File: config.mk
export PLATFORM = sky130hd
export DESIGN_NAME = tx_uart
export DESIGN_NICKNAME = d
export VERILOG_FILES = /design/src/rtl/soc_pkg.sv /design/src/rtl/tx_uart.sv
export VERILOG_INCLUDE_DIRS = /design/src /design/src/rtl
export SDC_FILE = /design/constraint.sdc
export NUM_CORES = 1
export LEC_CHECK = 0
export ABC_AREA = 1
export BUFFER_PORTS_ARGS = -buffer_cell sky130_fd_sc_hd__buf_2
export CAP_MARGIN = 20
export CORE_MARGIN = 2
export CORE_UTILIZATION = 40
export CTS_BUF_LIST = sky130_fd_sc_hd__clkbuf_4
export CTS_CLUSTER_SIZE = 28
export DETAILED_ROUTE_END_ITERATION = 8
export MAX_ROUTING_LAYER = met4
export PLACE_DENSITY = 0.69
export SYNTH_ARGS = -nofsm -noshare
export SYNTH_HDL_FRONTEND = slang
export SYNTH_SLANG_ARGS = --single-unit
File: constraint.sdc
create_clock -name clk -period 2.3 [get_ports clk]
set_input_delay 0 -clock clk [delete_from_list [all_inputs] [get_ports clk]]
set_output_delay 0 -clock clk [all_outputs]
set_load 0.05 [all_outputs]
File: src/rtl/soc_settings.svh
// Address map, sizes and dividers shared by the RTL and the testbench through `include
`ifndef SOC_SETTINGS_SVH
`define SOC_SETTINGS_SVH

// System clock in Hz, also returned by the frequency register
`define SYSTEM_CLK 25000000

// Clock cycles per UART bit and per timer increment
`define UART_DIV 8
`define TIMER_DIV 4

// RAM size in 32-bit words, mapped from byte address 0
`define BRAM_WORDS 256

`define UART_TX_ADDR 32'h1000_0000
`define UART_RX_ADDR 32'h1000_0004
`define UART_LSR_ADDR 32'h1000_0008

// CLINT base and register offsets, high words sit at +4
`define CLINT_BASE 32'h1100_0000
`define CLINT_MSIP 32'h0000
`define CLINT_MTIMECMP 32'h4000
`define CLINT_MTIME 32'hBFF8

`define CPU_FREQ_ADDR 32'h1200_0000

// I/O window, both ends inclusive
`define IO_START 32'h1000_0000
`define IO_END 32'h1200_0000

`endif

File: src/rtl/soc_pkg.sv
// Bus structs and enums of the peripheral fabric, referenced by scoped names from every RTL file
package soc_pkg;

  // Request from the bus master, a nonzero wstrb marks a write
  typedef struct packed {
    logic [31:0] addr;
    logic [31:0] wdata;
    logic [3:0]  wstrb;
  } mem_req_t;

  // Response to the master, rdata only meaningful while ready is high
  typedef struct packed {
    logic        ready;
    logic [31:0] rdata;
  } mem_rsp_t;

  // Frame phases shared by the serial transmitter and receiver
  typedef enum logic [1:0] {
    UART_IDLE,
    UART_START,
    UART_DATA,
    UART_STOP
  } uart_state_t;

  // Targets selected by the address decoder
  typedef enum logic [2:0] {
    TGT_NONE,
    TGT_BRAM,
    TGT_UART_TX,
    TGT_UART_RX,
    TGT_LSR,
    TGT_CLINT,
    TGT_FREQ,
    TGT_IO_OTHER
  } target_t;

endpackage

File: src/rtl/tx_uart.sv
// 8N1 serial transmitter driven by the bus fabric, one byte per strobe while tx_free is high
`include "soc_settings.svh"

module tx_uart (
  input  logic       clk,
  input  logic       resetn,
  input  logic       strobe,
  input  logic [7:0] data,
  output logic       tx_out,
  output logic       tx_free
);

  localparam int DIV_W = $clog2(`UART_DIV);
  localparam logic [DIV_W-1:0] DIV_LAST = DIV_W'(`UART_DIV - 1);

  soc_pkg::uart_state_t state;
  logic [DIV_W-1:0]     div_cnt;
  logic [2:0]           bit_cnt;
  logic [7:0]           shift;

  assign tx_free = (state == soc_pkg::UART_IDLE);

  always_ff @(posedge clk) begin
    if (!resetn) begin
      state   <= soc_pkg::UART_IDLE;
      tx_out  <= 1'b1;
      div_cnt <= '0;
      bit_cnt <= '0;
    end else begin
      case (state)
        soc_pkg::UART_IDLE: begin
          if (strobe) begin
            shift   <= data;
            tx_out  <= 1'b0;
            div_cnt <= '0;
            state   <= soc_pkg::UART_START;
          end
        end
        soc_pkg::UART_START: begin
          if (div_cnt == DIV_LAST) begin
            div_cnt <= '0;
            bit_cnt <= '0;
            tx_out  <= shift[0];
            state   <= soc_pkg::UART_DATA;
          end else begin
            div_cnt <= div_cnt + 1'b1;
          end
        end
        soc_pkg::UART_DATA: begin
          if (div_cnt == DIV_LAST) begin
            div_cnt <= '0;
            if (bit_cnt == 3'd7) begin
              // Last data bit done, drive the stop bit
              tx_out <= 1'b1;
              state  <= soc_pkg::UART_STOP;
            end else begin
              bit_cnt <= bit_cnt + 1'b1;
              shift   <= shift >> 1;
              tx_out  <= shift[1];
            end
          end else begin
            div_cnt <= div_cnt + 1'b1;
          end
        end
        default: begin
          if (div_cnt == DIV_LAST) begin
            state <= soc_pkg::UART_IDLE;
          end else begin
            div_cnt <= div_cnt + 1'b1;
          end
        end
      endcase
    end
  end

  // The fabric must hold off new bytes while a frame is on the line
  a_no_strobe_busy: assert property (@(posedge clk) disable iff (!resetn) strobe |-> tx_free);

endmodule

# Yosys cells after proc, flatten, opt, wreduce, memory -nomap -nowiden
# Index checks and enable logic that the tools add are counted.
dict set report word_totals {
  ff_bits 17
  out_inout_bits 2
}
dict set report op_classes {
  addsub 2
  n_eq_ne 10
  mux 23
  reduce_logical 11
}
# cell count
set op_table {}
lappend op_table {{8-bit two-way mux} 3}
lappend op_table {{3-bit two-way mux} 6}
lappend op_table {{8-bit case mux with 2 select lines} 1}
lappend op_table {{3-bit case mux with 2 select lines} 2}
lappend op_table {{2-bit two-way mux} 5}
lappend op_table {{2-bit != test, second input constant} 5}
lappend op_table {{5-bit AND reduction} 2}
lappend op_table {{4-bit AND reduction} 2}
lappend op_table {{3-bit by 1-bit adder with 3-bit output, second input constant} 2}
lappend op_table {{3-bit == test, second input constant} 2}
lappend op_table {{2-bit case mux with 3 select lines} 1}
lappend op_table {{2-bit nonzero test} 3}
lappend op_table {{1-bit two-way mux} 4}
lappend op_table {{3-bit != test, second input constant} 1}
lappend op_table {{1-bit case mux with 3 select lines} 1}
lappend op_table {{3-bit nonzero test} 1}
lappend op_table {{2-bit by 1-bit == test with 1-bit output, second input constant} 1}
lappend op_table {{2-bit == test, second input constant} 1}
lappend op_table {{2-bit logical NOT} 1}
lappend op_table {{2-bit AND reduction} 1}
lappend op_table {{2-bit OR reduction} 1}

# Logic depth before layout (Yosys ltp)
# Gate-level depths: netlist of the first run.
dict set report logic_depth {
  word_depth 4
  depth_mapped 9
  ltp_nobuf 9
}

# Worst setup path after synthesis of the first run
# No wires, ideal clock.
dict set report synth_timing {
  kind {register to register}
  start {reg state[0]}
  end {reg shift[0], enable pin}
  setup_ns 0.370
  arrival_ns 1.409
  t_required_ns 1.930
  setup_slack_ns 0.520
  stages_incl_launch_ff 6
  n_path_buf 0
  path_cell_list {dfxtp_1 -> inv_1 -> ha_1 -> inv_1 -> nor2_2 -> nor2_1}
}
dict set report synth_between {
  elab_chain_cells 3
  word_cells_on_any_way 7
  cone_classes {eq/ne: 4; reduce/logical: 3}
}
# element line
set synth_rtl {}
lappend synth_rtl {{from (decl)} tx_uart.sv:16} ;# soc_pkg::uart_state_t state;
lappend synth_rtl {{from (signal assigned)} tx_uart.sv:25} ;# state <= soc_pkg::UART_IDLE;
lappend synth_rtl {{from (signal assigned)} tx_uart.sv:36} ;# state <= soc_pkg::UART_START;
lappend synth_rtl {{from (signal assigned)} tx_uart.sv:44} ;# state <= soc_pkg::UART_DATA;
lappend synth_rtl {{2-bit logical NOT *} -}
lappend synth_rtl {{named net tx_free} tx_uart.sv:10} ;# output logic tx_free
lappend synth_rtl {{2-bit != test (no source line) / 2-bit nonzero test (equally long branches)} -}
lappend synth_rtl {{5-bit AND reduction (no source line) *} -}
lappend synth_rtl {{to (signal assigned)} tx_uart.sv:33} ;# shift <= data;
lappend synth_rtl {{to (signal assigned)} tx_uart.sv:58} ;# shift <= shift >> 1;
lappend synth_rtl {{to (decl)} tx_uart.sv:19} ;# logic [7:0] shift;
# The timed path passes the listed nets; every way through them passes the cells marked *.
# A chain may end at the register's enable or synchronous reset.

# Worst setup path in the final report of the first run
dict set report layout_timing {
  start {reg bit_cnt[0]}
  end {reg shift[6], enable pin}
}
dict set report layout_between {
  elab_chain_cells 3
}
# element line
set layout_rtl {}
lappend layout_rtl {{from (decl)} tx_uart.sv:18} ;# logic [2:0] bit_cnt;
lappend layout_rtl {{from (signal assigned)} tx_uart.sv:57} ;# bit_cnt <= bit_cnt + 1'b1;
lappend layout_rtl {{3-bit == test} tx_uart.sv:52} ;# if (bit_cnt == 3'd7) begin
lappend layout_rtl {{2-bit != test (no source line)} -}
lappend layout_rtl {{5-bit AND reduction (no source line)} -}
# Every way passes these cells.

==> impl_metrics.yaml, run 1 <==
power:
  irDropWorstVdd_mv: 0.549
  p_leak_uw: 0.000587
  powerDensity_nw_per_um2: 953
logic_synthesis:
  synth-seq-area-share_pct: 43.7
  syn_area_per_cell_um2: 7.76
  synth_cell_type_count: 15
  syn_nets: 145
  yosys_warnings: 0
  synth_seq_cells: 17
  netlist_instances: 124
  synth.cell_area_um2: 962
cells_and_area:
  instances_no_fill: 178
  num-nets-final: 172
  layout-drive-gt1-share_pct: 16.7
  layout_common_cells: "39 x nand2_1, 16 x inv_1, 16 x nor2_1"
  final_common_cell: "nand2_1"
  syn_to_final_growth_pct: 22.9
  seq_area_um2: 420
  fill_cells: 225
  multiInputGateArea_um2: 467
  antenna_cells: 0
route:
  ant_nets: 0
  viasPerCell: 4.72
  wirelength_mm: 1.80
  vias: 840
  drc: 0
  wire_per_inst_um: 10.1
  drtIter0Drc: 13
  dr.pass1.iters: 4
timing:
  timing.final.crit_period_ns: 1.71
  max_clock_freq_ghz: 0.585
  maxSlewHeadroom_pct: 84.2
  fin_skew_ns: 0.00267
  hold_viol_final: 0
  setup_viol: 0
  tns_ns: 0
  tightest_slew_ns: 0.236
  grt_setup_unrepaired: "no"
  slew_violations: 0
  period_share_pct: 74.4
die:
  initial_utilization_pct: 43.1
  dieArea_um2: 2810
  die_w_um: 53.0
  die_y_um: 53.0
  io_pins: 13
  num_rows: 17
  coreArea_um2: 2230
place:
  port-buffer-count: 12
  dp.cells: 165
  place.detailed.hpwl_mm: 1.37
  gp_congestion: 0.801
cts:
  insertion_delay_ns: 0.28
  cts_resized: 0
  cts_buffers: 3
  cts.sinks: 17
  cts_max_path_buffers: 2
  cts_tree: "done"
  cts.htree.levels: 1
  clockRootBuffer: "clkbuf_4"
  clk_pin_slew_ns: 0.10
critical_path:
  cp_slowest_stage_delay_ns: 0.34
  cp_cell_sequence: "ha_1 -> ha_1 -> inv_1 -> nand2_1 -> nor2_1 -> o21ai_0 -> nor2_1 -> buf_4"
  rr_startpoint: "bit_cnt[0]"
  r2r_setup_slack_ns: 0.59
  cp_top_family: "adder cells"
  worst-path-buf-inv: 2
  cp-start-kind: "register"
  cp_max_fo: 8
  ff2ff_path_depth: 8
  cp.depth: 8
  r2r_end: "shift[6]"
  worstSetupPathType: "reg2reg"
  slowest_stage: "dfxtp_1"
  arrival_ns: 1.71
  crit_end: "shift[6]"
  crit_start: "bit_cnt[0]"
  endpoint_kind: "register"
  cp.required_ns: 2.30
hold_path:
  hold_class: "in2reg"
global_route:
  overflow: 0
  grt_usage_pct: 15.8
  grt_antenna_before_repair: 0
  grt_pass1_wl_mm: 3.21
  grt_pass1_vias: 810
  grt_max_degree: 13
run_status:
  status: "complete, no violations"
job:
  drv_cap: 0
==> through the flow <==
| step | hold slack (ns) | power, µW | instance area, µm² | setup WS, ns | util [%] |
|---|---|---|---|---|---|
| 4_1_cts | 0.193 | 1140 | 1180 | 0.586 | 52.9 |
| 3_3_place_gp | 0.267 | 957 | 1060 | 0.675 | 47.7 |
| 2_1_floorplan | 0.121 | 854 | 962 | 0.520 | - |
| 6_report | 0.205 | 1130 | 1180 | 0.590 | 52.9 |
| 5_1_grt | 0.231 | 1240 | 1180 | 0.428 | 52.9 |
| 3_5_place_dp | 0.272 | 968 | 1060 | 0.599 | 47.7 |
==> registers in the layout, indices dropped and copies added, names as in the netlist <==
name	count
bit_cnt	3
tx_out	1
shift	8
div_cnt	3
state	2
==> worst min path at each step <==
stage / start / slack [ns] / depth (start not counted) / endpoint
after floorplan: resetn / 0.12 / 2 / state[1]
after global placement: data[5] / 0.27 / 3 / shift[5]
after detailed placement: data[5] / 0.27 / 3 / shift[5]
after CTS: strobe / 0.19 / 5 / tx_out
after global routing: strobe / 0.23 / 6 / state[1]
final: strobe / 0.21 / 7 / state[1]
==> layer usage <==
layer  share of wire [%]  GRT usage (%)  up-vias  routed length (µm)
met5                   0              -        -                   0
met4                   0           2.56        0                   0
met3                 4.7           2.54        0                  85
met2                  48           29.6       16                 873
met1                  47           18.0      383                 843
li1                    -              -      441                   -
==> where the power goes <==
group,leakage [µW],internal [µW],switching (µW)
Combinational,0.000421,179,336
Clock,0.0000177,64.4,93.0
Sequential,0.000148,416,38.1
==> kinds of logic (layout without fill, tap and decap cells) <==
logic type / after synthesis / after routing / synth area share [%]
adders and majority gates: 10 / 10 / 13.0
buffers and inverters: 19 / 45 / 7.80
and+or+nand+nor: 66 / 66 / 28.9
DFF: 17 / 17 / 43.7
AOI/OAI and AO/OA: 12 / 12 / 6.63
==> worst reg2reg max path: cells and delay by family (launching register included) <==
family                     cells  cell delay [ns]
AOI/OAI and AO/OA              1             0.11
adders and majority gates      2             0.39
buffers and inverters          2             0.22
DFF                            1             0.34
and+or+nand+nor                3             0.38
==> repair_timing <==
item / in CTS / in global routing
hold buffers: 9 / 0
hold endpoints to repair: 10 / 0
setup buffers: 0 / 0
==> synthesized netlist by cell type <==
master	n	area (µm²)
nand2_1	39	146
dfxtp_1	9	180
nand3_1	6	30.0
ha_1	10	125
nand2_4	2	22.5
edfxtp_1	8	240
buf_4	1	7.51
o21ai_0	7	35.0
a21oi_2	1	8.76
inv_1	16	60.1
a21oi_1	4	20.0
nor2_1	16	60.1
nor2_2	2	12.5
inv_2	2	7.51
nand4_1	1	6.26
==> area by class of cell <==
class	count	share of cell area, %
multi-input combinational	88	39.5
sequential	17	35.6
timing repair buffer	23	14.0
inverter	18	5.71
tap	28	2.96
clock buffer	3	1.90
clock inverter	1	0.423
No activity file was read; power rests on OpenSTA's default activity.
==> inputs of run 2 (changes only) <==
- PLACE_DENSITY: 0.69 -> 0.71
- clock period: 2.3 -> 1.43 ns (I/O delays scaled with it)
==> run 2 against run 1 <==
Net effect:
- the flow now finishes with violations (negative hold slack, negative setup slack)
- utilization is 9.1 points higher
- total power grew 84%
- critical path type unchanged
- largest power group unchanged
- largest cell class unchanged
- non-clock buffer count rose by 11
- die area did not move
==> impl_metrics.yaml, run 2 (synthesis results as in run 1) <==
cts:
  cts_tree: "done"
  cts.sinks: 17
  insertion_delay_ns: 0.30
  clk_pin_slew_ns: 0.11
  clockRootBuffer: "clkbuf_4"
  cts_hold_buf: 9
  cts.htree.levels: 1
  cts_buffers: 3
  cts_max_path_buffers: 2
timing:
  hold_ws_ns: -0.0126
  tightest_slew_ns: 0.249
  grt_setup_unrepaired: "yes"
  period_share_pct: 101
  timing.final.crit_period_ns: 1.44
  setup_viol: 10
  setup_ws_ns: -0.0127
  max_clock_freq_ghz: 0.693
  fin_skew_ns: 0.00181
  maxSlewHeadroom_pct: 83.5
  slew_violations: 0
  hold_viol_final: 1
die:
  die_w_um: 53.0
  num_rows: 17
  die_y_um: 53.0
  dieArea_um2: 2810
  initial_utilization_pct: 43.1
  coreArea_um2: 2230
  io_pins: 13
power:
  switching_share_pct: 42.0
  pwr-share-clk_pct: 13.3
  irDropWorstVdd_mv: 1.28
  p_comb_share_pct: 50.9
  p_int_uw: 1200
  powerDensity_nw_per_um2: 1500
  p_leak_uw: 0.000634
  seq_power_share_pct: 35.9
  switchingPower_uw: 871
global_route:
  grt_usage_pct: 16.8
  grt_pass1_vias: 832
  overflow: 0
  grt_pass1_wl_mm: 3.24
  grt_max_degree: 12
  grt_antenna_before_repair: 0
cells_and_area:
  syn_to_final_growth_pct: 44.0
  layout-drive-gt1-share_pct: 35.4
  instances_no_fill: 189
  final_common_cell: "nand2_1"
  max_flop_register: "shift"
  largest_reg_flops: 8
  antenna_cells: 0
  fill_cells: 223
  layout_common_cells: "37 x nand2_1, 14 x inv_1, 13 x buf_4"
  largestRegisters: "shift: 8 flops, bit_cnt: 3 flops, div_cnt: 3 flops"
  final_util_pct: 62.0
  num-nets-final: 183
job:
  drv_cap: 0
critical_path:
  rr_startpoint: "bit_cnt[0]"
  cp-start-kind: "register"
  arrival_ns: 1.45
  ff2ff_path_depth: 7
  r2r_setup_slack_ns: -0.01
  cp_max_fo: 8
  cp.required_ns: 1.43
  crit_start: "bit_cnt[0]"
  endpoint_kind: "register"
  r2r_end: "shift[1]"
  worstSetupPathType: "reg2reg"
hold_path:
  min_from: "resetn"
  hold_class: "in2reg"
  min_to: "bit_cnt[0]"
  hold_depth: 3
route:
  wirelength_mm: 2.09
  wire_per_inst_um: 11.0
  viasPerCell: 4.61
  drtIter0Drc: 15
  vias: 872
  dr.pass1.iters: 4
  ant_nets: 0
  drc: 0
place:
  port-buffer-count: 12
  dp.cells: 173
  place.detailed.hpwl_mm: 1.52
  gp_congestion: 0.747
run_status:
  failed_checks: "negative hold slack, negative setup slack"
  status: "finished with violations"
[run 2: area by class of cell]
cell class,count,area [µm²],share of cell area [%]
Multi-Input combinational cell,88,573,41.4
Sequential cell,17,427,30.8
Timing Repair Buffer,34,248,17.9
Inverter,18,72.6,5.24
Tap cell,28,35.0,2.53
Clock buffer,3,22.5,1.63
Clock inverter,1,7.51,0.542
[run 2: how the worst max path moves through the flow]
stage                          end  slack, ns  cells past startpoint
final                     shift[1]      -0.01                      7
after detailed placement  shift[5]      -0.08                      7
after floorplan           shift[0]      -0.02                      7
after CTS                 shift[5]      -0.02                      7
after global routing      shift[6]      -0.08                      7
after global placement    shift[5]      -0.03                      7
[run 2: per-stage QoR]
stage	setup WS, ns	cell area [µm²]	TNS [ns]	total power [µW]
final	-0.0127	1390	-0.112	2070
after global routing	-0.0812	1390	-1.18	2240
after CTS	-0.0172	1330	-0.137	1990
after detailed placement	-0.0793	1180	-0.636	1670
after global placement	-0.0277	1180	-0.221	1640
after floorplan	-0.0158	1020	-0.153	1430
[run 2: timing repair]
item / 4_1_cts / 5_1_grt
hold endpoints to repair: 12 / 1
pin swaps: 5 / 3
setup endpoints to repair: 10 / 20
setup buffers: 2 / 1
gates resized for setup: 4 / 9
[run 2: metal layers]
layer | global-route usage, % | share of wire, % | up-vias
met5 | - | 0 | -
met4 | 10.3 | 2.6 | 0
met3 | 2.54 | 2.4 | 7
met2 | 29.0 | 48 | 11
met1 | 18.1 | 47 | 391
li1 | - | - | 463
[run 2: worst max-delay path: stages, from the launching register on]
cell,delay (ns)
dfxtp_2,0.35
ha_4,0.16
ha_4,0.16
inv_4,0.05
nand2_4,0.04
nor2_4,0.09
o21ai_2,0.07
nor2_4,0.21
[run 2: power groups by stage]
stage	Clock (µW)	Combinational, µW	Sequential, µW
CTS	283	975	731
detailed placement	0	931	739
floorplan	0	649	777
global route	296	1190	756
finish	275	1060	744
global placement	0	912	732
==> inputs of run 3 (changes only) <==
- CORE_UTILIZATION: 40 -> 35
- PLACE_DENSITY: 0.71 -> 0.65
- SETUP_SLACK_MARGIN: unset -> 0.05
==> run 3 against run 2 <==
Net effect:
- sequential share of layout area is 0.39 points lower
- utilization is 9.3 points lower
- maximum frequency is 0.72% higher
- setup slack better by 0.010 ns
- worst hold slack better by 0.047 ns
- die area is 13% higher
- via count is 1.3% higher
- the flow finishes with violations (negative setup slack)
- non-clock buffer count is 1 higher
- total power is 2.0% higher
- clock skew is 0.0063 ns higher
==> impl_metrics.yaml, run 3 (synthesis results as in run 1) <==
place:
  gp_congestion: 0.797
  post_dp_cell_area_um2: 1190
  port-buffer-count: 12
  dp.cells: 176
  place.detailed.hpwl_mm: 1.49
route:
  wire_per_inst_um: 11.2
  wirelength_mm: 2.17
  ant_nets: 0
  drtIter0Drc: 16
  drc: 0
  vias: 883
  viasPerCell: 4.58
  dr.pass1.iters: 4
timing:
  tightest_slew_ns: 0.251
  max_clock_freq_ghz: 0.698
  maxSlewHeadroom_pct: 83.3
  setup_viol: 8
  grt_setup_unrepaired: "yes"
  period_share_pct: 100
  slew_violations: 0
  hold_viol_final: 0
  setup_ws_ns: -0.00234
  timing.final.crit_period_ns: 1.43
  fin_skew_ns: 0.00808
job:
  drv_cap: 0
cts:
  cts_max_path_buffers: 2
  cts.sinks: 17
  insertion_delay_ns: 0.30
  cts_tree: "done"
  cts_buffers: 3
  cts.htree.levels: 1
  clk_pin_slew_ns: 0.10
  clockRootBuffer: "clkbuf_4"
critical_path:
  cp-start-kind: "register"
  worstSetupPathType: "reg2reg"
  cp.required_ns: 1.43
  rr_startpoint: "bit_cnt[1]"
  arrival_ns: 1.44
  crit_start: "bit_cnt[1]"
  cp_max_fo: 8
  endpoint_kind: "register"
power:
  irDropWorstVdd_mv: 1.18
  power_uw: 2120
  powerDensity_nw_per_um2: 1500
  p_leak_uw: 0.000643
cells_and_area:
  layout_common_cells: "36 x nand2_1, 13 x buf_4, 12 x nor2_1"
  final_cell_area_um2: 1420
  instances_no_fill: 193
  final_util_pct: 52.7
  layout-drive-gt1-share_pct: 39.5
  final_common_cell: "nand2_1"
  max_flop_register: "shift"
  antenna_cells: 0
  fill_cells: 254
  seq_area_um2: 430
  num-nets-final: 184
  largest_reg_flops: 8
  multiInputGateArea_um2: 587
  syn_to_final_growth_pct: 47.1
  largestRegisters: "shift: 8 flops, bit_cnt: 3 flops, div_cnt: 3 flops"
run_status:
  failed_checks: "negative setup slack"
  status: "finished with violations"
die:
  dieArea_um2: 3180
  io_pins: 13
  coreArea_um2: 2690
  num_rows: 19
  initial_utilization_pct: 35.8
  die_w_um: 56.4
  die_y_um: 56.4
global_route:
  overflow: 0
  grt_max_degree: 11
  grt_usage_pct: 15.9
  grt_pass1_wl_mm: 3.75
  grt_antenna_before_repair: 0
  grt_pass1_vias: 846
hold_path:
  min_from: "resetn"
  hold_class: "in2reg"
run 3: cell types whose count changed in the layout (fill, tap and decap cells not counted), moves of 2 or more:
cell / delta
inv_1: -3
nand2_2: +2
o21ai_0: -4
inv_2: +5
o21ai_1: +4
inv_4: -2
run 3: critical path, stage by stage (launching register included):
cell and delay, ns:
dfxtp_2 0.35, ha_4 0.16, ha_4 0.15, inv_2 0.04
nand2_2 0.06, nor2_4 0.10, o21ai_2 0.08, nor2_4 0.21
run 3: per-stage QoR:
step	setup TNS [ns]	hold WS [ns]	worst slack, ns
4_1_cts	-0.193	-0.0225	-0.0238
6_report	-0.0163	0.0345	-0.00234
5_1_grt	-0.888	0.0577	-0.0909
2_1_floorplan	-0.153	0.113	-0.0158
3_5_place_dp	-0.795	0.269	-0.0906
3_3_place_gp	-0.258	0.270	-0.0324
run 3: power breakdown:
group | switching, µW | total (µW) | internal [µW] | leakage [µW]
Combinational | 648 | 1090 | 443 | 0.000474
Sequential | 78.6 | 763 | 684 | 0.000151
Clock | 158 | 263 | 105 | 0.0000177
Total | 885 | 2120 | 1230 | 0.000643
run 3: cell type report:
| cell class | count | share of cell area, % |
|---|---|---|
| Tap cell | 31 | 2.74 |
| Timing Repair Buffer | 35 | 18.7 |
| Clock buffer | 3 | 1.59 |
| Inverter | 18 | 4.77 |
| Clock inverter | 1 | 0.354 |
| Multi-Input combinational cell | 88 | 41.5 |
| Sequential cell | 17 | 30.4 |
run 3: per-layer routing:
metal	wire (µm)	GRT usage, %	share of wire (%)
met1	949	18.9	44
met2	1080	25.2	50
met3	104	4.84	4.8
met4	34	6.12	1.6
met5	0	-	0
run 3: what timing repair did:
action                     4_1_cts  5_1_grt
setup buffers                    3        0
resized for setup                7       19
hold endpoints to repair        12        1
hold buffers                     9        1
setup endpoints to repair       14       18
pin swaps                        8        3
run 3: path summary, 6_finish.rpt:
check	end	slack, ns	cells past startpoint
worst max-delay path	shift[1]	-0.002	7
worst min-delay path	bit_cnt[1]	0.03	3
worst max register to register	shift[1]	-0.002	7
worst min register to register	tx_out	0.51	2
