File: config.mk
export PLATFORM = sky130hd
export DESIGN_NAME = rx_uart
export DESIGN_NICKNAME = d
export VERILOG_FILES = /design/src/rtl/soc_pkg.sv /design/src/rtl/rx_uart.sv
export VERILOG_INCLUDE_DIRS = /design/src /design/src/rtl
export SDC_FILE = /design/constraint.sdc
export NUM_CORES = 1
export LEC_CHECK = 0
export ABC_AREA = 1
export BUFFER_PORTS_ARGS = -buffer_cell sky130_fd_sc_hd__buf_4
export CAP_MARGIN = 20
export CORE_MARGIN = 1.5
export CORE_UTILIZATION = 40
export DETAILED_ROUTE_END_ITERATION = 12
export PLACE_DENSITY = 0.7
export SYNTH_ARGS = -nofsm -noshare
export SYNTH_HDL_FRONTEND = slang
export SYNTH_SLANG_ARGS = --single-unit
File: constraint.sdc
create_clock -name clk -period 1.6 [get_ports clk]
set_input_delay 0.16 -clock clk [delete_from_list [all_inputs] [get_ports clk]]
set_output_delay 0.16 -clock clk [all_outputs]
set_load 0.01 [all_outputs]
File: src/rtl/soc_settings.svh
// Address map, sizes and dividers shared by the RTL and the testbench through `include
`ifndef SOC_SETTINGS_SVH
`define SOC_SETTINGS_SVH

// System clock in Hz, also returned by the frequency register
`define SYSTEM_CLK 25000000

// Clock cycles per UART bit and per timer increment
`define UART_DIV 8
`define TIMER_DIV 4

// RAM size in 32-bit words, mapped from byte address 0
`define BRAM_WORDS 256

`define UART_TX_ADDR 32'h1000_0000
`define UART_RX_ADDR 32'h1000_0004
`define UART_LSR_ADDR 32'h1000_0008

// CLINT base and register offsets, high words sit at +4
`define CLINT_BASE 32'h1100_0000
`define CLINT_MSIP 32'h0000
`define CLINT_MTIMECMP 32'h4000
`define CLINT_MTIME 32'hBFF8

`define CPU_FREQ_ADDR 32'h1200_0000

// I/O window, both ends inclusive
`define IO_START 32'h1000_0000
`define IO_END 32'h1200_0000

`endif

File: src/rtl/soc_pkg.sv
// Bus structs and enums of the peripheral fabric, referenced by scoped names from every RTL file
package soc_pkg;

  // Request from the bus master, a nonzero wstrb marks a write
  typedef struct packed {
    logic [31:0] addr;
    logic [31:0] wdata;
    logic [3:0]  wstrb;
  } mem_req_t;

  // Response to the master, rdata only meaningful while ready is high
  typedef struct packed {
    logic        ready;
    logic [31:0] rdata;
  } mem_rsp_t;

  // Frame phases shared by the serial transmitter and receiver
  typedef enum logic [1:0] {
    UART_IDLE,
    UART_START,
    UART_DATA,
    UART_STOP
  } uart_state_t;

  // Targets selected by the address decoder
  typedef enum logic [2:0] {
    TGT_NONE,
    TGT_BRAM,
    TGT_UART_TX,
    TGT_UART_RX,
    TGT_LSR,
    TGT_CLINT,
    TGT_FREQ,
    TGT_IO_OTHER
  } target_t;

endpackage

File: src/rtl/rx_uart.sv
// 8N1 serial receiver read by the bus fabric, keeps one byte until the fabric reads it
`include "soc_settings.svh"

module rx_uart (
  input  logic        clk,
  input  logic        resetn,
  input  logic        rx_in,
  input  logic        data_read,
  output logic [31:0] data
);

  localparam int DIV_W = $clog2(`UART_DIV);
  localparam logic [DIV_W-1:0] DIV_LAST = DIV_W'(`UART_DIV - 1);
  localparam logic [DIV_W-1:0] HALF_LAST = DIV_W'(`UART_DIV / 2 - 1);

  soc_pkg::uart_state_t state;
  logic                 rx_meta;
  logic                 rx_sync;
  logic [DIV_W-1:0]     div_cnt;
  logic [2:0]           bit_cnt;
  logic [7:0]           shift;
  logic [7:0]           held;
  logic                 full;

  // Two-stage synchronizer, idle line is high
  always_ff @(posedge clk) begin
    if (!resetn) begin
      rx_meta <= 1'b1;
      rx_sync <= 1'b1;
    end else begin
      rx_meta <= rx_in;
      rx_sync <= rx_meta;
    end
  end

  always_ff @(posedge clk) begin
    if (!resetn) begin
      state   <= soc_pkg::UART_IDLE;
      div_cnt <= '0;
      bit_cnt <= '0;
      full    <= 1'b0;
    end else begin
      if (data_read) begin
        full <= 1'b0;
      end
      case (state)
        soc_pkg::UART_IDLE: begin
          if (!rx_sync) begin
            div_cnt <= '0;
            state   <= soc_pkg::UART_START;
          end
        end
        soc_pkg::UART_START: begin
          // Recheck the start bit at its middle to reject glitches
          if (div_cnt == HALF_LAST) begin
            div_cnt <= '0;
            bit_cnt <= '0;
            state   <= rx_sync ? soc_pkg::UART_IDLE : soc_pkg::UART_DATA;
          end else begin
            div_cnt <= div_cnt + 1'b1;
          end
        end
        soc_pkg::UART_DATA: begin
          if (div_cnt == DIV_LAST) begin
            div_cnt <= '0;
            shift   <= {rx_sync, shift[7:1]};
            bit_cnt <= bit_cnt + 1'b1;
            if (bit_cnt == 3'd7) begin
              state <= soc_pkg::UART_STOP;
            end
          end else begin
            div_cnt <= div_cnt + 1'b1;
          end
        end
        default: begin
          // Middle of the stop bit, a new byte overwrites an unread one
          if (div_cnt == DIV_LAST) begin
            held  <= shift;
            full  <= 1'b1;
            state <= soc_pkg::UART_IDLE;
          end else begin
            div_cnt <= div_cnt + 1'b1;
          end
        end
      endcase
    end
  end

  assign data = full ? {24'b0, held} : '1;

endmodule

Word-level counts from Yosys, hierarchy flattened

Cells that the tools add are included.

Add/subtract/negate cells: 2
Eq/ne operators: 10
Multiplexer cells: 19
Bitwise logic cells: 1
Reduce and logical (&&, ||, !) cells: 9

Operator list:

| operator                                       | count |
|---|---|
| 2-to-1 mux 32 bit                              | 1 |
| 2-to-1 mux 3 bit                               | 6 |
| 2-to-1 mux 2 bit                               | 6 |
| case mux 3 bit (3 select lines)                | 1 |
| AND reduction 3 bit                            | 3 |
| != test 2 bit (second input constant)          | 4 |
| adder 3 x 1 -> 3 bit (second input constant)   | 2 |
| == test 3 bit (second input constant)          | 2 |
| case mux 2 bit (3 select lines)                | 1 |
| case mux 3 bit (2 select lines)                | 1 |
| AND reduction 5 bit                            | 1 |
| != test 4 x 1 -> 1 bit (second input constant) | 1 |
| == test 3 x 2 -> 1 bit (second input constant) | 1 |
| 2-to-1 mux 1 bit                               | 3 |
| nonzero test 3 bit                             | 1 |
| OR reduction 3 bit                             | 1 |
| == test 2 x 1 -> 1 bit (second input constant) | 1 |
| == test 2 bit (second input constant)          | 1 |
| zero test 2 bit                                | 1 |
| AND reduction 2 bit                            | 1 |
| nonzero test 2 bit                             | 1 |
| inverter 1 bit                                 | 1 |

Flip-flop bits (word level): 27
Output and inout port bits: 32

Depth between registers and ports, before layout

Gate-level depths: netlist of the first run.

Depth after elaboration: 4
Gate-level depth with buffers: 9

Worst setup path after synthesis of the first run

No wires, ideal clock.

Kind: flip-flop to flip-flop
Start point: register div_cnt[0]
End point: register shift[0], enable pin
Library setup time: 0.383 ns
Data arrival time: 1.308 ns
Slack: -0.092 ns
Stages on the path, launching flop included: 4
Path buffers: 0
Clock period less this slack: 1.692 ns
Cell sequence: dfxtp_1 ha_1 nand2_1 nor3_1

Longest elaborated chain between the ends: 2

RTL lines:

| element                       | line          | text |
|---|---|---|
| start: declaration            | rx_uart.sv:19 | `logic [DIV_W-1:0] div_cnt;` |
| start signal: assignment      | rx_uart.sv:60 | `div_cnt <= div_cnt + 1'b1;` |
| start signal: assignment      | rx_uart.sv:72 | `div_cnt <= div_cnt + 1'b1;` |
| start signal: assignment      | rx_uart.sv:82 | `div_cnt <= div_cnt + 1'b1;` |
| == test 3 bit                 | rx_uart.sv:64 | `if (div_cnt == DIV_LAST) begin` |
| AND reduction 3 bit (no line) | n/a           |  |
| end signal: assignment        | rx_uart.sv:66 | `shift <= {rx_sync, shift[7:1]};` |
| end: declaration              | rx_uart.sv:21 | `logic [7:0] shift;` |

Every way passes these cells.
A chain may end at the register's enable or synchronous reset.

Worst setup path after layout of the first run

Start point: register full
End point: output port data[19]

Longest elaborated chain between the ends: 1

RTL lines:

| element                  | line          | text |
|---|---|---|
| start: declaration       | rx_uart.sv:23 | `logic full;` |
| start signal: assignment | rx_uart.sv:41 | `full <= 1'b0;` |
| start signal: assignment | rx_uart.sv:44 | `full <= 1'b0;` |
| start signal: assignment | rx_uart.sv:79 | `full <= 1'b1;` |
| 2-to-1 mux 32 bit        | rx_uart.sv:89 | `assign data = full ? {24'b0, held} : '1;` |
| end: declaration         | rx_uart.sv:9  | `output logic [31:0] data` |

Every way passes these cells.

==> results of run 1 <==
==> synth_stat cells <==
master / count / area share
buf_4: 24 / 0.13
nand2_1: 24 / 0.065
nor2_1: 17 / 0.046
edfxtp_1: 16 / 0.35
inv_1: 13 / 0.035
dfxtp_1: 11 / 0.16
or2_2: 10 / 0.045
nand3_1: 6 / 0.022
ha_1: 5 / 0.045
inv_2: 3 / 0.0081
nand2_2: 3 / 0.014
nor2_2: 3 / 0.014
nand3_2: 2 / 0.014
nor2_4: 2 / 0.016
nor3_1: 2 / 0.0072
a21oi_1: 1 / 0.0036
a31oi_1: 1 / 0.0045
clkinv_1: 1 / 0.0027
nand2_4: 1 / 0.0081
nand4_1: 1 / 0.0045
o21ai_0: 1 / 0.0036
o21ai_1: 1 / 0.0036
==> metrics by stage <==
stage	hold WS, ps	std cells	power, mW	instance area, um2
6_report	98.9	215	1.49	1610
5_1_grt	82.4	215	1.60	1610
4_1_cts	4.19	214	1.51	1600
3_5_place_dp	352	210	1.22	1570
3_3_place_gp	352	210	1.20	1570
2_1_floorplan	267	148	1.14	1390
==> what timing repair did <==
item | in CTS | in global routing
setup endpoints to repair | 0 | 0
hold buffers | 0 | 1
hold endpoints to repair | 0 | 1
buffers inserted | 0 | 0
==> final timing paths <==
| kind | startpoint | endpoint | cells past startpoint |
|---|---|---|---|
| max | full$_SDFF_PN0_ | data[19] | 3 |
| min | resetn | bit_cnt[0]$_SDFFE_PN0P_ | 3 |
| max reg2reg | div_cnt[0]$_SDFFE_PN0P_ | shift[4]$_DFFE_PP_ | 4 |
| min reg2reg | rx_meta$_SDFF_PN1_ | rx_sync$_SDFF_PN1_ | 1 |
==> per-layer routing <==
metal | GRT usage | vias to the layer above
li1 | - | 488
met1 | 0.128 | 431
met2 | 0.192 | 42
met3 | 0.0248 | 2
met4 | 0.0274 | 0
met5 | 0 | -
==> critical path, cell delays in order (launching register included) <==
cell     delay [ps]
dfxtp_1         330
inv_1           210
buf_4           280
buf_4           160
==> power groups by stage <==
stage               sequential (mW)  clock, mW  combinational (mW)
floorplan                     0.836          0               0.307
finish                        0.832      0.285               0.371
detailed placement            0.848          0               0.368
global placement              0.845          0               0.352
CTS                           0.833      0.304               0.370
global route                  0.843      0.333               0.427
==> registers in the layout, indices dropped and copies added (netlist names) <==
signal / flops
bit_cnt: 3
state: 2
held: 8
full: 1
shift: 8
div_cnt: 3
rx_sync: 1
rx_meta: 1
==> kinds of logic after synthesis <==
| group | Yosys count |
|---|---|
| DFF | 27 |
| AOI/OAI and AO/OA | 4 |
| and+or+nand+nor | 71 |
| adders and majority gates | 5 |
| buffers and inverters | 41 |
==> placed cells by master (no fill, tap or decap) <==
cell | Yosys | routed
nand3_1 | 6 | 6
a21oi_1 | 1 | 1
clkinvlp_4 | 0 | 1
clkinv_1 | 1 | 1
nor3_2 | 0 | 1
inv_2 | 3 | 3
nor2_2 | 3 | 3
nor2_4 | 2 | 2
nand2_2 | 3 | 3
o21ai_0 | 1 | 1
ha_1 | 5 | 5
nand2_4 | 1 | 1
or2_2 | 10 | 10
nand4_1 | 1 | 1
inv_1 | 13 | 13
nand3_2 | 2 | 2
nor3_1 | 2 | 1
edfxtp_1 | 16 | 16
dlygate4sd3_1 | 0 | 1
a31oi_1 | 1 | 1
nor2_1 | 17 | 17
o21ai_1 | 1 | 1
buf_4 | 24 | 40
clkbuf_4 | 0 | 3
nand2_1 | 24 | 24
dfxtp_1 | 11 | 11
==> cell type report <==
cell class                 instances  area [um2]
clock buffer                       3        22.5
clock inverter                     1        7.51
fill                             309        1730
inverter                          17        63.8
multi-input combinational         80         443
sequential                        27         701
tap                               46        57.6
timing repair buffer              41         310
==> impl_metrics.env, run 1 <==
export IMPL_cts_path_max_buffers=2
export IMPL_slew_headroom=0.817
export IMPL_grt_max_degree=23
export IMPL_cts_resized=0
export IMPL_overflow=0
export IMPL_ant_nets=0
export IMPL_rows=21
export IMPL_routabilityCongestion=0.862
export IMPL_clock_fmax_ghz=0.689
export IMPL_drt_drc_violations_left=0
export IMPL_grt_pass1_wl_mm=3.04
export IMPL_fin_setup_tns_ps=0
export IMPL_synth_top_family_by_area="simple AND/OR/NAND/NOR gates"
export IMPL_setup_slack_ps=150
export IMPL_endpoint_kind="output port"
export IMPL_die_width_um=61.8
export IMPL_finClkSkew_ps=3.68
export IMPL_yosys_area_share_simple=0.256
export IMPL_clock_sinks=27
export IMPL_cts_made_buffers=3
export IMPL_io_pin_count=36
export IMPL_drive_gt1_frac=0.408
export IMPL_status="finished, final reports clean"
export IMPL_wl_met3_um=149
export IMPL_core_um2=3340
export IMPL_grt_pass1_vias=751
export IMPL_port_buffers=35
export IMPL_ys_seq_elements=27
export IMPL_cp_required_ps=1440
export IMPL_slew_violations=0
export IMPL_vias_per_cell=4.48
export IMPL_drv_cap=0
export IMPL_synth_area_um2=1380
export IMPL_cts_root_buf="clkbuf_4"
export IMPL_comb_power_share=0.249
export IMPL_wl_met1_um=875
export IMPL_synth_xor_area_frac=0
export IMPL_final_nets=179
export IMPL_period_needed_ps=1450
export IMPL_grt_use_total=0.107
export IMPL_tightestPinTransition_ps=274
export IMPL_ys_seq_area_frac=0.507
export IMPL_synthAdderAreaFrac=0.0452
export IMPL_internal_power_mw=1.01
export IMPL_worstSkewPairLatency_ps=310
export IMPL_reg2reg_slack_ps=230
export IMPL_synth_distinct_cells=22
export IMPL_vias=963
export IMPL_antenna_cells=0
export IMPL_power_share_sequential=0.560
export IMPL_drtIter0Drc=21
export IMPL_area_growth_pct=16.1
export IMPL_synth_fp_nets=157
export IMPL_swShare=0.318
export IMPL_hp_class="primary input to flip-flop"
export IMPL_setup_viol=0
export IMPL_fp_dieH_um=61.8
export IMPL_fin_util=0.481
export IMPL_yosysWarnings=0
export IMPL_rsz0062_at_grt="no"
export IMPL_powerDensity_nw_per_um2=927
export IMPL_first_pass_iters=4
export IMPL_crit_type="flip-flop to output port"
export IMPL_path_clk_slew_ps=140
export IMPL_hold_viol_final=0
export IMPL_synthCells=148
export IMPL_dp_hpwl_mm=1.61
export IMPL_total_leakage_power_nw=0.675
export IMPL_crit_fanout=22
export IMPL_finalCritPeriodShare=0.907
export IMPL_ctsHtreeMaxLevel=1
export IMPL_top_layer="met4"
export IMPL_muxShareOfSynthArea=0
export IMPL_wl_per_cell_um=9.49
export IMPL_wl_met2_mm=1.01
export IMPL_power_switching_uw=473
export IMPL_wl_mm=2.04
export IMPL_peakVddDrop_v=0.000525
export IMPL_antenna_found_initial=0
export IMPL_startpoint_type="flip-flop"
export IMPL_cts_tree="yes"
export IMPL_clkPwrFrac=0.191
export IMPL_synth_compound_area_share=0.0154
export IMPL_start_util=0.414
export IMPL_avgSynthCellArea_um2=9.34
export IMPL_dieArea_um2=3820
export IMPL_crit_arrival_ps=1290
export IMPL_dp_slack_ps=244
Power figures use the tool's default switching activity.
==> run 2: changes to the inputs <==
--- a/config.mk
+++ b/config.mk
@@ -12,7 +12,9 @@
 export CORE_MARGIN = 1.5
 export CORE_UTILIZATION = 40
 export DETAILED_ROUTE_END_ITERATION = 12
-export PLACE_DENSITY = 0.7
+export MAX_ROUTING_LAYER = met4
+export PLACE_DENSITY = 0.65
+export SKIP_CTS_REPAIR_TIMING = 1
 export SYNTH_ARGS = -nofsm -noshare
 export SYNTH_HDL_FRONTEND = slang
 export SYNTH_SLANG_ARGS = --single-unit
==> impl_metrics.env, run 2 (synthesis gave the netlist of run 1 again) <==
export IMPL_fin_util=0.481
export IMPL_start_util=0.414
export IMPL_max_stage_delay_ps=330
export IMPL_cp_cell_sequence="inv_1 > buf_4 > buf_4"
export IMPL_ant_nets=0
export IMPL_period_needed_ps=1430
export IMPL_setup_viol=0
export IMPL_routabilityCongestion=0.892
export IMPL_drtIter0Drc=27
export IMPL_multiInputGateArea_um2=443
export IMPL_hp_class="primary input to flip-flop"
export IMPL_rsz0062_at_grt="no"
export IMPL_wl_per_cell_um=9.66
export IMPL_status="finished, final reports clean"
export IMPL_hp_start="resetn"
export IMPL_ctsHtreeMaxLevel=1
export IMPL_cts_tree="yes"
export IMPL_cp_slowest_cell="dfxtp_1"
export IMPL_finClkSkew_ps=8.50
export IMPL_final_cell_mix="40 x buf_4, 24 x nand2_1, 17 x nor2_1"
export IMPL_min_to="state[0]$_SDFFE_PN0P_"
export IMPL_cp_required_ps=1440
export IMPL_core_um2=3340
export IMPL_cts_made_buffers=3
export IMPL_peakVddDrop_v=0.000495
export IMPL_hold_viol_final=0
export IMPL_io_pin_count=36
export IMPL_grt_use_total=0.115
export IMPL_powerDensity_nw_per_um2=936
export IMPL_total_leakage_power_nw=0.675
export IMPL_crit_type="flip-flop to output port"
export IMPL_port_buffers=35
export IMPL_fillers=315
export IMPL_antenna_cells=0
export IMPL_clock_fmax_ghz=0.699
export IMPL_grt_pass1_wl_mm=3.11
export IMPL_crit_fanout=24
export IMPL_die_width_um=61.8
export IMPL_vias=945
export IMPL_tightestPinTransition_ps=279
export IMPL_overflow=0
export IMPL_fp_dieH_um=61.8
export IMPL_area_growth_pct=16.1
export IMPL_totalPowerFinal_mw=1.50
export IMPL_grt_pass1_vias=741
export IMPL_placed_area_um2=1570
export IMPL_path_clk_slew_ps=150
export IMPL_rr_worst_depth=4
export IMPL_drt_drc_violations_left=0
export IMPL_drive_gt1_frac=0.408
export IMPL_fin_setup_tns_ps=0
export IMPL_worstSkewPairLatency_ps=320
export IMPL_hold_depth=3
export IMPL_drv_cap=0
export IMPL_crit_arrival_ps=1270
export IMPL_dp_hpwl_mm=1.61
export IMPL_vias_per_cell=4.40
export IMPL_final_area_um2=1610
export IMPL_endpoint_kind="output port"
export IMPL_slew_headroom=0.814
export IMPL_wl_mm=2.08
export IMPL_finalCritPeriodShare=0.895
export IMPL_cpMostUsedCell="buf_4"
export IMPL_rows=21
export IMPL_r2r_start="div_cnt[0]$_SDFFE_PN0P_"
export IMPL_cts_root_buf="clkbuf_4"
export IMPL_grt_max_degree=25
export IMPL_first_pass_iters=4
export IMPL_dieArea_um2=3820
export IMPL_final_common_cell="buf_4"
export IMPL_cts_path_max_buffers=2
export IMPL_clock_sinks=27
export IMPL_startpoint_type="flip-flop"
export IMPL_final_nets=179
export IMPL_reg_top3="held: 8 flops, shift: 8 flops"
export IMPL_reg2reg_slack_ps=200
export IMPL_ff_latch_area_um2=701
export IMPL_antenna_found_initial=0
export IMPL_slew_violations=0
export IMPL_reg2reg_to="shift[3]$_DFFE_PP_"
==> run 2: worst max path at each step <==
stage                     cells after the start               startpoint                  to  slack [ps]
after floorplan                               3  div_cnt[0]$_SDFFE_PN0P_  shift[0]$_DFFE_PP_         150
after global placement                        4  div_cnt[0]$_SDFFE_PN0P_  shift[2]$_DFFE_PP_         270
after detailed placement                      4  div_cnt[0]$_SDFFE_PN0P_  shift[3]$_DFFE_PP_         220
after CTS                                     3          full$_SDFF_PN0_            data[28]         130
after global routing                          3          full$_SDFF_PN0_            data[28]          30
final                                         3          full$_SDFF_PN0_            data[28]         170
==> run 2: area by class of cell <==
type	instances	area share
clock buffers	3	0.0140
flip-flops and latches	27	0.436
clock inverters	1	0.00468
well taps	46	0.0359
multi-input cells	80	0.276
inverters	17	0.0398
repair buffers	41	0.193
==> run 2: critical path: cells and delay by family (launching register included) <==
kind | cells | cell delay (ps)
buffers and inverters | 3 | 610
DFF | 1 | 330
==> run 2: power by group <==
group          switching, mW  internal, mW  leakage (nW)  total [mW]
Clock                  0.201        0.0953        0.0139       0.297
Sequential            0.0531         0.780         0.233       0.833
Combinational          0.234         0.139         0.427       0.373
==> run 2: layer usage <==
layer | global-route usage | up-vias | wire length (um)
met5 | - | - | 0
met4 | 0.0426 | 0 | 12
met3 | 0.0248 | 2 | 129
met2 | 0.198 | 37 | 1020
met1 | 0.130 | 421 | 917
li1 | - | 485 | -
==> run 2: metrics by stage <==
| stage | std cells | hold WS, ps | setup WS (ps) |
|---|---|---|---|
| finish | 215 | 95.0 | 169 |
| global route | 215 | 72.2 | 29.4 |
| CTS | 214 | 3.05 | 131 |
| detailed placement | 210 | 351 | 224 |
| global placement | 210 | 350 | 274 |
| floorplan | 148 | 267 | 145 |
==> run 3: changes to the inputs <==
--- a/config.mk
+++ b/config.mk
@@ -12,7 +12,6 @@
 export CORE_MARGIN = 1.5
 export CORE_UTILIZATION = 40
 export DETAILED_ROUTE_END_ITERATION = 12
-export MAX_ROUTING_LAYER = met4
 export PLACE_DENSITY = 0.65
 export SKIP_CTS_REPAIR_TIMING = 1
 export SYNTH_ARGS = -nofsm -noshare
==> impl_metrics.env, run 3 (synthesis gave the netlist of run 1 again) <==
export IMPL_period_needed_ps=1430
export IMPL_max_stage_delay_ps=330
export IMPL_total_leakage_power_nw=0.675
export IMPL_tightestPinTransition_ps=275
export IMPL_core_um2=3340
export IMPL_placed_area_um2=1570
export IMPL_drt_drc_violations_left=0
export IMPL_wl_mm=2.07
export IMPL_vias_per_cell=4.40
export IMPL_peakVddDrop_v=0.000495
export IMPL_slew_violations=0
export IMPL_powerDensity_nw_per_um2=936
export IMPL_cts_tree="yes"
export IMPL_drv_cap=0
export IMPL_fillers=315
export IMPL_grt_pass1_vias=742
export IMPL_grt_pass1_wl_mm=3.11
export IMPL_io_pin_count=36
export IMPL_cp_required_ps=1440
export IMPL_final_cell_mix="40 x buf_4, 24 x nand2_1, 17 x nor2_1"
export IMPL_ctsHtreeMaxLevel=1
export IMPL_hold_viol_final=0
export IMPL_cts_made_buffers=3
export IMPL_start_util=0.414
export IMPL_first_pass_iters=4
export IMPL_routabilityCongestion=0.877
export IMPL_grt_use_total=0.111
export IMPL_finalCritPeriodShare=0.895
export IMPL_endpoint_kind="output port"
export IMPL_antenna_found_initial=0
export IMPL_cts_root_buf="clkbuf_4"
export IMPL_drtIter0Drc=27
export IMPL_dp_cells=210
export IMPL_port_buffers=35
export IMPL_setup_viol=0
export IMPL_area_growth_pct=16.1
export IMPL_crit_arrival_ps=1270
export IMPL_ant_nets=0
export IMPL_rows=21
export IMPL_antenna_cells=0
export IMPL_cpMostUsedCell="buf_4"
export IMPL_dp_hpwl_mm=1.61
export IMPL_layout_cells_non_filler=215
export IMPL_overflow=0
export IMPL_path_clk_slew_ps=150
export IMPL_worstSkewPairLatency_ps=320
export IMPL_final_common_cell="buf_4"
export IMPL_grt_max_degree=25
export IMPL_crit_fanout=24
export IMPL_rsz0062_at_grt="no"
export IMPL_cts_path_max_buffers=2
export IMPL_dieArea_um2=3820
export IMPL_drive_gt1_frac=0.408
export IMPL_startpoint_type="flip-flop"
export IMPL_slew_headroom=0.816
export IMPL_cp_cell_sequence="inv_1 > buf_4 > buf_4"
export IMPL_crit_type="flip-flop to output port"
export IMPL_final_nets=179
export IMPL_hp_class="primary input to flip-flop"
export IMPL_status="finished, final reports clean"
export IMPL_fin_setup_tns_ps=0
export IMPL_reg_top3="held: 8 flops, shift: 8 flops"
export IMPL_fp_dieH_um=61.8
export IMPL_vias=946
export IMPL_totalPowerFinal_mw=1.50
export IMPL_final_area_um2=1610
export IMPL_clock_sinks=27
export IMPL_die_width_um=61.8
export IMPL_clock_fmax_ghz=0.699
export IMPL_holdWs_ps=95.2
export IMPL_finClkSkew_ps=8.82
export IMPL_wl_per_cell_um=9.64
export IMPL_cp_slowest_cell="dfxtp_1"
==> run 3: final cells by class <==
type                       count  area, um2  area share
multi-input combinational     80        443       0.276
sequential                    27        701       0.436
clock inverter                 1       7.51     0.00468
tap                           46       57.6      0.0359
inverter                      17       63.8      0.0398
clock buffer                   3       22.5      0.0140
timing repair buffer          41        310       0.193
==> run 3: final timing paths <==
kind	cells after the start	startpoint	to	slack, ps
setup / recovery	3	full$_SDFF_PN0_	data[28]	170
hold / removal	3	resetn	state[0]$_SDFFE_PN0P_	100
setup reg to reg	4	div_cnt[0]$_SDFFE_PN0P_	shift[3]$_DFFE_PP_	200
hold reg to reg	1	rx_meta$_SDFF_PN1_	rx_sync$_SDFF_PN1_	430
==> run 3: worst max-delay path, delay by kind of cell, from the launching register on <==
kind     cells  cell delay [ps]
buf+inv      3              610
flops        1              330
==> run 3: power breakdown <==
part           leakage [nW]  internal [mW]  switching (mW)
Clock                0.0139         0.0953           0.201
Combinational         0.427          0.139           0.234
Sequential            0.233          0.780          0.0526
==> run 3: stage by stage <==
step | util | setup slack [ps]
5_1_grt | 0.481 | 29.4
2_1_floorplan | - | 145
4_1_cts | 0.478 | 131
3_3_place_gp | 0.469 | 274
6_report | 0.481 | 169
3_5_place_dp | 0.469 | 224
==> run 3: per-layer routing <==
metal  routed length (um)  share of wire  up-vias  track usage
li1                     -              -      485            -
met1                  926           0.45      421        0.130
met2                 1000           0.48       36        0.198
met3                  115          0.056        4       0.0248
met4                   28          0.014        0       0.0426
met5                    0              0        -            0
